`config.mk`:
```
export PLATFORM = sky130hd
export DESIGN_NAME = block_fetch_ctrl
export DESIGN_NICKNAME = d
export VERILOG_FILES = /design/src/design/mem_pkg.sv /design/src/design/block_fetch_ctrl.sv
export SDC_FILE = /design/constraint.sdc
export NUM_CORES = 1
export LEC_CHECK = 0
export BUFFER_PORTS_ARGS = -buffer_cell sky130_fd_sc_hd__buf_4
export CELL_PAD_IN_SITES_DETAIL_PLACEMENT = 0
export CELL_PAD_IN_SITES_GLOBAL_PLACEMENT = 1
export CORE_MARGIN = 2
export CORE_UTILIZATION = 35
export CTS_CLUSTER_SIZE = 40
export DETAILED_ROUTE_END_ITERATION = 6
export PLACE_DENSITY = 0.83
export SLEW_MARGIN = 5
export SYNTH_ARGS = -nofsm -noshare
export SYNTH_HDL_FRONTEND = slang
export SYNTH_SLANG_ARGS = --single-unit
```
`constraint.sdc`:
```
create_clock -name clk_i -period 5.95 [get_ports clk_i]
set_input_delay 0.8925 -clock clk_i [delete_from_list [all_inputs] [get_ports clk_i]]
set_output_delay 0.8925 -clock clk_i [all_outputs]
set_load 0.03 [all_outputs]
```
`src/design/mem_pkg.sv`:
```
`default_nettype none

package mem_pkg;

    localparam int ADDR_W          = 32;
    localparam int WORD_W          = 32;
    localparam int WORDS_PER_BLOCK = 4;
    localparam int BLOCK_W         = WORD_W * WORDS_PER_BLOCK;

    // byte offset inside a word and inside a block
    localparam int BYTE_OFFSET_W  = $clog2(WORD_W / 8);
    localparam int BLOCK_OFFSET_W = $clog2(BLOCK_W / 8);

    typedef logic [ADDR_W-1:0]  addr_t;
    typedef logic [WORD_W-1:0]  word_t;
    // lowest address word sits in the low bits
    typedef logic [BLOCK_W-1:0] block_t;

endpackage

`default_nettype wire

```
`src/design/block_fetch_ctrl.sv`:
```
`timescale 1ns/100ps
`default_nettype none

module block_fetch_ctrl
    import mem_pkg::*;
(
    input  wire        clk_i,
    input  wire        rst_i,

    // cache side
    input  wire        fill_req_i,
    input  wire addr_t fill_addr_i,
    output logic       fill_busy_o,
    output logic       fill_done_o,
    output block_t     fill_block_o,

    // external memory port
    output addr_t      ext_addr_o,
    output logic       ext_rd_o,
    input  wire word_t ext_data_i,
    input  wire        ext_valid_i
);

    localparam int               CNT_W     = $clog2(WORDS_PER_BLOCK);
    localparam logic [CNT_W-1:0] LAST_WORD = CNT_W'(WORDS_PER_BLOCK - 1);

    logic                             busy_q;
    logic                             rd_q;
    logic                             done_q;
    logic [CNT_W-1:0]                 word_cnt_q;
    logic [ADDR_W-BLOCK_OFFSET_W-1:0] line_q;
    block_t                           block_q;
    logic                             last_word;

    assign last_word = (word_cnt_q == LAST_WORD);

    always_ff @(posedge clk_i) begin
        if (!rst_i) begin
            busy_q     <= 1'b0;
            rd_q       <= 1'b0;
            done_q     <= 1'b0;
            word_cnt_q <= '0;
        end else begin
            rd_q   <= 1'b0;
            done_q <= 1'b0;
            if (!busy_q) begin
                if (fill_req_i) begin
                    busy_q     <= 1'b1;
                    rd_q       <= 1'b1;
                    word_cnt_q <= '0;
                end
            end else if (ext_valid_i) begin
                if (last_word) begin
                    busy_q <= 1'b0;
                    done_q <= 1'b1;
                end else begin
                    // one word outstanding, next read right after the answer
                    word_cnt_q <= word_cnt_q + 1'b1;
                    rd_q       <= 1'b1;
                end
            end
        end
    end

    // line address and assembled block
    always_ff @(posedge clk_i) begin
        if (!busy_q && fill_req_i) begin
            line_q <= fill_addr_i[ADDR_W-1:BLOCK_OFFSET_W];
        end
        if (busy_q && ext_valid_i) begin
            block_q[word_cnt_q*WORD_W +: WORD_W] <= ext_data_i;
        end
    end

    assign ext_addr_o   = {line_q, word_cnt_q, {BYTE_OFFSET_W{1'b0}}};
    assign ext_rd_o     = rd_q;
    assign fill_busy_o  = busy_q;
    assign fill_done_o  = done_q;
    assign fill_block_o = block_q;

endmodule

`default_nettype wire

```
==> metrics.csv <==
metric,value,unit
Mean Syn Cell Area,17.9,sq um
Leak Pwr,3.65,nW
largest family of logic cells by synthesized area,simple AND/OR/NAND/NOR gates,
Crit path buffers/inverters,1,
most common cell in the netlist,edfxtp_1,
Compound-Gate Fraction of Synth Area,0.422,%
Post-Synth Adder-Cell Area,1.05,%
post-synthesis simple-gate area fraction,16.3,%
Final Slew Violations,0,
insertion delay to the later sink of the worst-skew pair,0.42,ns
number of synthesized flops with an enable pin,156,
DIE WIDTH,134,um
"Async S/R FF share, synth",0,%
Main synth FF type,edfxtp_1,
synth unique cells,24,
Clock Tree Buf Depth,2,
Yosys top cell by area,edfxtp_1,
clock sinks,161,
GR Overflow Total,0,
Clock transition at path regs,0.06,ns
"Cell Area, Synth",5930,sq um
Hold Buf Count CTS,0,
critical path arrival,2.97,ns
Wirelength per Cell,17.5,um
Startpoint Class,register,
Initial Utilization,35.8,%
synthesized instance count,332,
Synth area leaders,"edfxtp_1 (79%), and2_1 (14%), dfxtp_1 (1.7%)",
# rows,47,
final setup violating endpoints,0,
root buf cell,clkbuf_16,
unrepaired setup endpoints after global routing,false,
"FF+latch count, synth",161,
Final Hold Viols,0,
Iteration-0 DRC Markers,240,
via count,3541,
antenna violations before repair,1,
Die Span Y,134,um
"delay-heaviest family, CP",simple AND/OR/NAND/NOR gates,
Std-Cell Core Area,16600,sq um
Slew headroom,11.5,%
synth cell count leaders,"edfxtp_1 (156), and2_1 (129)",
Hold EP,word_cnt_q[1],
Final GP Congestion,0.726,
reg2reg start,word_cnt_q[0],
status,finished clean,
Post-layout nets,639,
Fmax,372,MHz
CTS buffer count,17,
Routed Wire Length,14.0,mm
hold path cells,2,
CP max FO,28,
layout cell share with drive strength beyond 1,45.9,%
DR pass1 iterations,4,
post-route DRC violation count,0,
Hold Path Class,register to register,
Slew @ Worst Pin,1.33,ns
post-synth top area share,79.0,%
CTS tree,done,
die area,18000,sq um
largest net degree at the start of global routing,35,
Clock Skews,0.0110,ns
H-tree depth,4,
CP Capture Type,register,
Final Critical Period,2.69,ns
port bufs,224,
Max VDD drop,0.000205,V
Post-Synth XOR/XNOR Area,0,%
post-CTS setup buffer count,0,
Yosys warnings,0,
setup tns final,0,ns
CP Cell Sequence,"inv_2, ha_1, nor3b_4, and2b_1, and2_1",
number of global-route vias before repair,3570,
P&R area growth vs syn,41.9,%
post-cts resize count,0,
maxcap violations,0,
Vias/cell,4.43,
r2r setup slk,3.26,ns
mux contribution to synthesized area,0,%
worst-case reg-to-reg path depth,5,
sequential share of the synthesized area,80.7,%
io pins,231,
hpwl dp,9.32,mm
Worst R2R End,fill_block_o[111],
Setup CP Type,register to register,
Routed Antenna Nets,0,
GRT Resource Usage Total,15.3,%
critical path's slowest cell,nor3b_4,
Final Core Density,50.8,%
diode count,0,
Power Dens Cells,298,nW/um^2
Tcrit/Tclk final,45.1,%
worst path required time,6.24,ns
max incr delay on CP,0.99,ns
first-pass GRT wire length,20.5,mm
min-delay src,word_cnt_q[1],
## flip-flops by register name (all words and copies together) (netlist names)
| name | cells |
|---|---|
| fill_busy_o | 1 |
| fill_done_o | 1 |
| word_cnt_q | 2 |
| ext_rd_o | 1 |
| fill_block_o | 128 |
| line_q | 28 |
## power breakdown
group          leakage (nW)  switching [mW]  total (mW)  internal (mW)
sequential             1.72         0.00861        1.27           1.27
clock                 0.279           0.464        1.05          0.589
combinational          1.66           0.105       0.178         0.0725
total                  3.65           0.578        2.51           1.93
## cells in the final DEF, fill, tap and decap left out, types with 2 or more instances in the layout
master      netlist  routed
conb_1            1       2
edfxtp_1        156     156
clkinv_8          0       2
inv_1             2       2
inv_6             0       3
clkinvlp_4        0       2
and2_1          129     129
o21ai_0           2       2
clkinv_4          0       4
and3_2            0       4
ha_1              5       5
buf_4             5     226
nor3b_4           2       2
nor2_1            2       2
dfxtp_1           5       5
clkbuf_16         0      17
## worst min-delay path: stages, from the launching register on
cell and delay, ns:
dfxtp_1 0.36, nand4_1 0.08, o21ai_0 0.07
## kinds of logic (layout without fill, tap and decap cells)
logic type,count (synthesis),count (layout)
AND/OR/NAND/NOR,146,146
flip-flops,161,161
other,1,2
adder cells (fa/ha/maj),5,5
AO/OA/AOI/OAI,4,4
buffers and inverters,15,261
## worst max path at each step
stage / cells past startpoint / slack, ns / end / start
6_report: 5 / 3.26 / fill_block_o[111] / word_cnt_q[0]
4_1_cts: 5 / 3.21 / fill_block_o[111] / word_cnt_q[0]
5_1_grt: 5 / 3.06 / fill_block_o[101] / word_cnt_q[0]
3_5_place_dp: 5 / 3.23 / fill_block_o[111] / word_cnt_q[0]
2_1_floorplan: 3 / 3.61 / fill_block_o[0] / word_cnt_q[0]
3_3_place_gp: 5 / 3.31 / fill_block_o[99] / word_cnt_q[0]
## through the flow
step | total power [mW] | setup WS, ns | instance area [sq um] | hold WS, ns | std cells
6_report | 2.51 | 3.26 | 8420 | 0.552 | 799
5_1_grt | 2.58 | 3.06 | 8420 | 0.596 | 799
4_1_cts | 2.53 | 3.21 | 8420 | 0.556 | 799
3_5_place_dp | 1.48 | 3.23 | 7830 | 0.543 | 767
3_3_place_gp | 1.47 | 3.31 | 7830 | 0.543 | 767
2_1_floorplan | 1.39 | 3.61 | 5940 | 0.638 | 333
## area by class of cell
class	count	area, sq um
flip-flops and latches	161	4780
repair buffers	226	1700
well taps	220	275
clock inverters	15	159
fillers	1397	8170
clock buffers	17	425
multi-input cells	157	1070
inverters	3	11.3
## routing by layer
metal,global-route usage (%),wire length (um),vias to the layer above
met3,3.51,709,19
met2,25.5,7020,154
met1,19.3,5950,1721
li1,-,-,1647
met4,6.49,276,0
met5,0,0,-
No activity file was read; power rests on OpenSTA's default activity.
