`config.mk`:
```
export PLATFORM = sky130hd
export DESIGN_NAME = icache_ctrl
export DESIGN_NICKNAME = d
export VERILOG_FILES = /design/src/design/mem_pkg.sv /design/src/design/icache_pkg.sv /design/src/design/icache_ctrl.sv
export SDC_FILE = /design/constraint.sdc
export NUM_CORES = 1
export LEC_CHECK = 0
export ABC_AREA = 1
export BUFFER_PORTS_ARGS = -buffer_cell sky130_fd_sc_hd__buf_2
export CORE_AREA = 4 4 209 211
export CTS_BUF_LIST = sky130_fd_sc_hd__clkbuf_4
export CTS_CLUSTER_DIAMETER = 40
export DETAILED_ROUTE_END_ITERATION = 6
export DIE_AREA = 0 0 213 215
export GPL_ROUTABILITY_DRIVEN = 1
export GPL_TIMING_DRIVEN = 0
export HOLD_SLACK_MARGIN = 0.08
export SYNTH_ARGS = -nofsm -noshare
export SYNTH_HDL_FRONTEND = slang
export SYNTH_SLANG_ARGS = --single-unit
```
`constraint.sdc`:
```
create_clock -name clk_i -period 4.7 [get_ports clk_i]
set_input_delay 0.94 -clock clk_i [delete_from_list [all_inputs] [get_ports clk_i]]
set_output_delay 0.94 -clock clk_i [all_outputs]
set_load 0.005 [all_outputs]
```
`src/design/mem_pkg.sv`:
```
`default_nettype none

package mem_pkg;

    localparam int ADDR_W          = 32;
    localparam int WORD_W          = 32;
    localparam int WORDS_PER_BLOCK = 4;
    localparam int BLOCK_W         = WORD_W * WORDS_PER_BLOCK;

    // byte offset inside a word and inside a block
    localparam int BYTE_OFFSET_W  = $clog2(WORD_W / 8);
    localparam int BLOCK_OFFSET_W = $clog2(BLOCK_W / 8);

    typedef logic [ADDR_W-1:0]  addr_t;
    typedef logic [WORD_W-1:0]  word_t;
    // lowest address word sits in the low bits
    typedef logic [BLOCK_W-1:0] block_t;

endpackage

`default_nettype wire

```
`src/design/icache_pkg.sv`:
```
`default_nettype none

package icache_pkg;

    // direct mapped, 16-byte lines
    localparam int NUM_LINES  = 128;
    localparam int INDEX_W    = $clog2(NUM_LINES);
    localparam int WORD_SEL_W = $clog2(mem_pkg::WORDS_PER_BLOCK);
    localparam int TAG_W      = mem_pkg::ADDR_W - INDEX_W - mem_pkg::BLOCK_OFFSET_W;

    typedef logic [TAG_W-1:0]      tag_t;
    typedef logic [INDEX_W-1:0]    index_t;
    typedef logic [WORD_SEL_W-1:0] word_sel_t;

    // tag on top, line data below
    typedef logic [TAG_W+mem_pkg::BLOCK_W-1:0] line_entry_t;

    typedef enum logic [1:0] {
        ST_IDLE,
        ST_LOOKUP,
        ST_REFILL
    } icache_state_t;

    function automatic tag_t addr_tag(input mem_pkg::addr_t a);
        return a[mem_pkg::ADDR_W-1 -: TAG_W];
    endfunction

    function automatic index_t addr_index(input mem_pkg::addr_t a);
        return a[mem_pkg::BLOCK_OFFSET_W +: INDEX_W];
    endfunction

    function automatic word_sel_t addr_word_sel(input mem_pkg::addr_t a);
        return a[mem_pkg::BYTE_OFFSET_W +: WORD_SEL_W];
    endfunction

endpackage

`default_nettype wire

```
`src/design/icache_ctrl.sv`:
```
`timescale 1ns/100ps
`default_nettype none

module icache_ctrl
    import mem_pkg::*;
    import icache_pkg::*;
(
    input  wire              clk_i,
    input  wire              rst_i,

    // fetch stage
    input  wire addr_t       addr_i,
    input  wire              stall_i,
    output word_t            instr_o,
    output logic             instr_valid_o,

    // line RAM
    output logic             ram_en_o,
    output logic             ram_we_o,
    output index_t           ram_index_o,
    output line_entry_t      ram_wdata_o,
    input  wire line_entry_t ram_rdata_i,

    // block fetch controller
    output logic             fill_req_o,
    output addr_t            fill_addr_o,
    input  wire              fill_busy_i,
    input  wire              fill_done_i,
    input  wire block_t      fill_block_i
);

    icache_state_t        state_q;
    icache_state_t        state_d;
    logic [NUM_LINES-1:0] valid_q;
    logic [NUM_LINES-1:0] valid_d;

    index_t               look_index_q;
    index_t               look_index_d;
    tag_t                 miss_tag_q;
    tag_t                 miss_tag_d;
    index_t               miss_index_q;
    index_t               miss_index_d;
    addr_t                miss_addr_q;
    addr_t                miss_addr_d;

    tag_t                 cur_tag;
    index_t               cur_index;
    tag_t                 stored_tag;
    block_t               stored_block;
    logic                 hit;

    function automatic word_t select_word(input block_t blk, input word_sel_t sel);
        return blk[sel*WORD_W +: WORD_W];
    endfunction

    assign cur_tag      = addr_tag(addr_i);
    assign cur_index    = addr_index(addr_i);
    assign stored_tag   = ram_rdata_i[$bits(line_entry_t)-1 -: TAG_W];
    assign stored_block = ram_rdata_i[BLOCK_W-1:0];

    // the RAM was read with the index seen at acceptance
    assign hit = valid_q[look_index_q]
               && (look_index_q == cur_index)
               && (stored_tag == cur_tag);

    always_comb begin
        state_d      = state_q;
        valid_d      = valid_q;
        look_index_d = look_index_q;
        miss_tag_d   = miss_tag_q;
        miss_index_d = miss_index_q;
        miss_addr_d  = miss_addr_q;

        ram_en_o      = 1'b0;
        ram_we_o      = 1'b0;
        ram_index_o   = cur_index;
        ram_wdata_o   = {miss_tag_q, fill_block_i};
        fill_req_o    = 1'b0;
        fill_addr_o   = {addr_i[ADDR_W-1:BLOCK_OFFSET_W], {BLOCK_OFFSET_W{1'b0}}};
        instr_o       = '0;
        instr_valid_o = 1'b0;

        unique case (state_q)
            ST_IDLE: begin
                if (!stall_i) begin
                    ram_en_o     = 1'b1;
                    look_index_d = cur_index;
                    state_d      = ST_LOOKUP;
                end
            end

            ST_LOOKUP: begin
                if (!stall_i) begin
                    if (hit) begin
                        instr_o       = select_word(stored_block, addr_word_sel(addr_i));
                        instr_valid_o = 1'b1;
                        state_d       = ST_IDLE;
                    end else if (!fill_busy_i) begin
                        fill_req_o   = 1'b1;
                        miss_tag_d   = cur_tag;
                        miss_index_d = cur_index;
                        miss_addr_d  = addr_i;
                        state_d      = ST_REFILL;
                    end
                end
            end

            ST_REFILL: begin
                // runs to the end even under stall
                if (fill_done_i) begin
                    ram_en_o              = 1'b1;
                    ram_we_o              = 1'b1;
                    ram_index_o           = miss_index_q;
                    valid_d[miss_index_q] = 1'b1;
                    if (addr_i == miss_addr_q) begin
                        instr_o       = select_word(fill_block_i, addr_word_sel(miss_addr_q));
                        instr_valid_o = 1'b1;
                    end
                    state_d = ST_IDLE;
                end
            end

            default: begin
                state_d = ST_IDLE;
            end
        endcase
    end

    always_ff @(posedge clk_i) begin
        if (!rst_i) begin
            state_q <= ST_IDLE;
            valid_q <= '0;
        end else begin
            state_q <= state_d;
            valid_q <= valid_d;
        end
    end

    // lookup and miss bookkeeping
    always_ff @(posedge clk_i) begin
        look_index_q <= look_index_d;
        miss_tag_q   <= miss_tag_d;
        miss_index_q <= miss_index_d;
        miss_addr_q  <= miss_addr_d;
    end

endmodule

`default_nettype wire

```
==> flow_summary.json <==
{
  "status": "complete, but fails checks",
  "violations": "design-rule violations",
  "cts_buffers": 17,
  "critPathMaxStageDelay_ns": 0.64,
  "ys_async_sr_fraction_pct": 0,
  "irDropWorstVdd_uv": 142,
  "wl_per_cell_um": 24.6,
  "cts_buffer_depth": 2,
  "rsz0062_at_grt": "no",
  "synth-seq-cells": 169,
  "die_width_um": 213,
  "hold_buffers": 0,
  "crit_path_cell_trace": "clkbuf_1 > inv_1 > nand3_1 > nand2_1 > nand2_1 > nand3_1 > nand3_2 > nand3_4 > inv_4 > buf_8 > nand3_2 > a21oi_2 > buf_2",
  "grt_max_degree": 33,
  "max_freq_mhz": 215,
  "grt_pass1_vias": 13300,
  "yosys-top-cells-area": "dfxtp_1, buf_4, nor2_1, edfxtp_1, nand2_1",
  "clkLatencyLatePin_ns": 0.59,
  "yosys_warnings": 0,
  "syn_area_sq_um": 11400,
  "clock-root-buffer": "clkbuf_4",
  "hold_class": "reg2reg",
  "leakage_uw": 0.00678,
  "ant_nets": 0,
  "gr-total-overflow": 0,
  "io_buffer_count": 533,
  "detailed_place_hpwl_um": 56300,
  "initial_core_util_pct": 27.3,
  "synth_top_cell_area_share_pct": 22.8,
  "hold_violations": 0,
  "first_iter_violations": 1632,
  "core_sq_um": 41800,
  "path_class": "reg2out",
  "path_clk_slew_ns": 0.15,
  "startpoint_type": "register",
  "cts_tree": "yes",
  "antenna_found_initial": 22,
  "yosys.cell_count.top_type": "nor2_1",
  "seq_area_frac_synth_pct": 33.1,
  "path_buf_inv": 5,
  "layout.nets": 2507,
  "period_needed_ns": 4.65,
  "synth_area_leader_cell": "dfxtp_1",
  "n_fill_cell": 4572,
  "worst-slew-pin-transition_ns": 1.34,
  "area.growth.synth_to_final_pct": 32.3,
  "drv_slew": 0,
  "cts_resized": 0,
  "rows": 75,
  "layout_setup_ws_ns": 0.0465,
  "via_per_inst": 5.09,
  "cp_top_family": "buffers and inverters",
  "yosysUniqueCellTypes": 35,
  "avgSynthCellArea_sq_um": 6.97,
  "yosys_most_used_dff": "dfxtp_1",
  "p_per_area_nw_per_um2": 240,
  "setup_tns_ns": 0,
  "path_max_fanout": 10,
  "place_ws_ns": 0.488,
  "min_period_over_period_pct": 99.0,
  "synth_commonest_cells": "nor2_1, nand2_1, buf_4, a21oi_1, dfxtp_1",
  "post-cts-setup-buffers": 0,
  "maxCapViolCount": 0,
  "wl_um": 67700,
  "gp_congestion": 1.02,
  "finClkSkew_ns": 0.0336,
  "die_height_um": 215,
  "drive_above_1_share_pct": 38.0,
  "relSlewSlack_pct": 10.9,
  "required_ns": 3.76,
  "firstDrtPassIters": 7,
  "vias": 14000,
  "synth-edff-count": 39,
  "cpMaxStageDelayCell": "clkbuf_1",
  "grt_pass1_wl_um": 94900,
  "track_usage_pct": 28.3,
  "setup_viol": 0,
  "htreeDepth": 4,
  "clock_sinks": 169,
  "ios": 538,
  "drc": 2,
  "syn_inst": 1634,
  "dieArea_sq_um": 45800,
  "end_kind": "output port",
  "arrival_ns": 3.71
}
cell families after synthesis:
group / count (synthesis) / share of synthesized area, %
adders and majority gates: 4 / 0.439
xor gates and xnor gates: 29 / 2.23
DFF: 169 / 33.1
AOI/OAI and AO/OA: 371 / 18.5
buffers and inverters: 347 / 18.5
other: 1 / 0.0329
and+or+nand+nor: 713 / 27.1
worst reg2reg max path, cell delays in order, from the launching register on:
cell and delay (ns):
edfxtp_1 0.45, inv_2 0.23, clkbuf_1 0.61, nand3_1 0.18, nand3_1 0.11, nand3_1 0.09
nand2_1 0.17, nand2_1 0.07, nand3_1 0.09, nand3_2 0.11, nand3_4 0.14, nand3b_1 0.12
inv_1 0.97
per-layer routing:
layer | wire length, um | track usage [%]
met1 | 28500 | 38.6
met2 | 31800 | 45.9
met3 | 5880 | 6.78
met4 | 1510 | 5.26
met5 | 81 | 0
through the flow:
step / power (uW) / cells / hold WS (ns) / cell area [sq um] / utilization [%]
floorplan: 2140 / 1637 / 0.430 / 11400 / -
global placement: 2700 / 2709 / 0.436 / 14700 / 35.3
detailed placement: 2700 / 2709 / 0.442 / 14700 / 35.3
CTS: 3610 / 2741 / 0.462 / 15100 / 36.0
global route: 3770 / 2746 / 0.481 / 15100 / 36.1
finish: 3620 / 2750 / 0.462 / 15100 / 36.1
worst paths after layout:
kind | startpoint | to | slack [ns] | cells after the start
worst max-delay path | look_index_q[3] | instr_o[2] | 0.05 | 13
worst min-delay path | valid_q[126] | valid_q[126] | 0.46 | 2
worst max register to register | look_index_q[1] | miss_index_q[1] | 0.98 | 12
worst min register to register | valid_q[126] | valid_q[126] | 0.46 | 2
state kept, by name, indices dropped and copies added, names as in the netlist:
register      count
look_index_q      7
miss_tag_q       21
state_q           2
valid_q         128
miss_addr_q       5
miss_index_q      6
placed cells by master, fill, tap and decap left out, types with 6 or more instances in the layout:
master / count
buf_2: 555
nor2_1: 313
nand2_1: 220
buf_4: 181
a21oi_1: 154
dfxtp_1: 130
o21ai_0: 122
nand3_1: 120
clkbuf_1: 66
inv_1: 61
o22ai_1: 40
edfxtp_1: 39
o32ai_1: 32
nand3_2: 31
xor2_1: 18
a21oi_2: 18
clkbuf_4: 18
nor3_1: 13
xnor2_1: 11
diode_2: 9
buf_6: 6
power by group:
group	switching (uW)	internal, uW	total [uW]
logic	735	420	1150
registers	19.3	1520	1540
clock network	552	380	931
total	1310	2320	3620
final cells by class:
cell class	count	area [sq um]	area share, %
clock buffers	18	135	0.896
flip-flops and latches	169	3770	25.0
clock inverters	14	173	1.15
inverters	64	248	1.64
plain buffers	283	1860	12.3
well taps	539	674	4.47
multi-input cells	1121	5520	36.6
diodes	9	22.5	0.149
repair buffers	533	2670	17.7
Power figures use the tool's default switching activity.
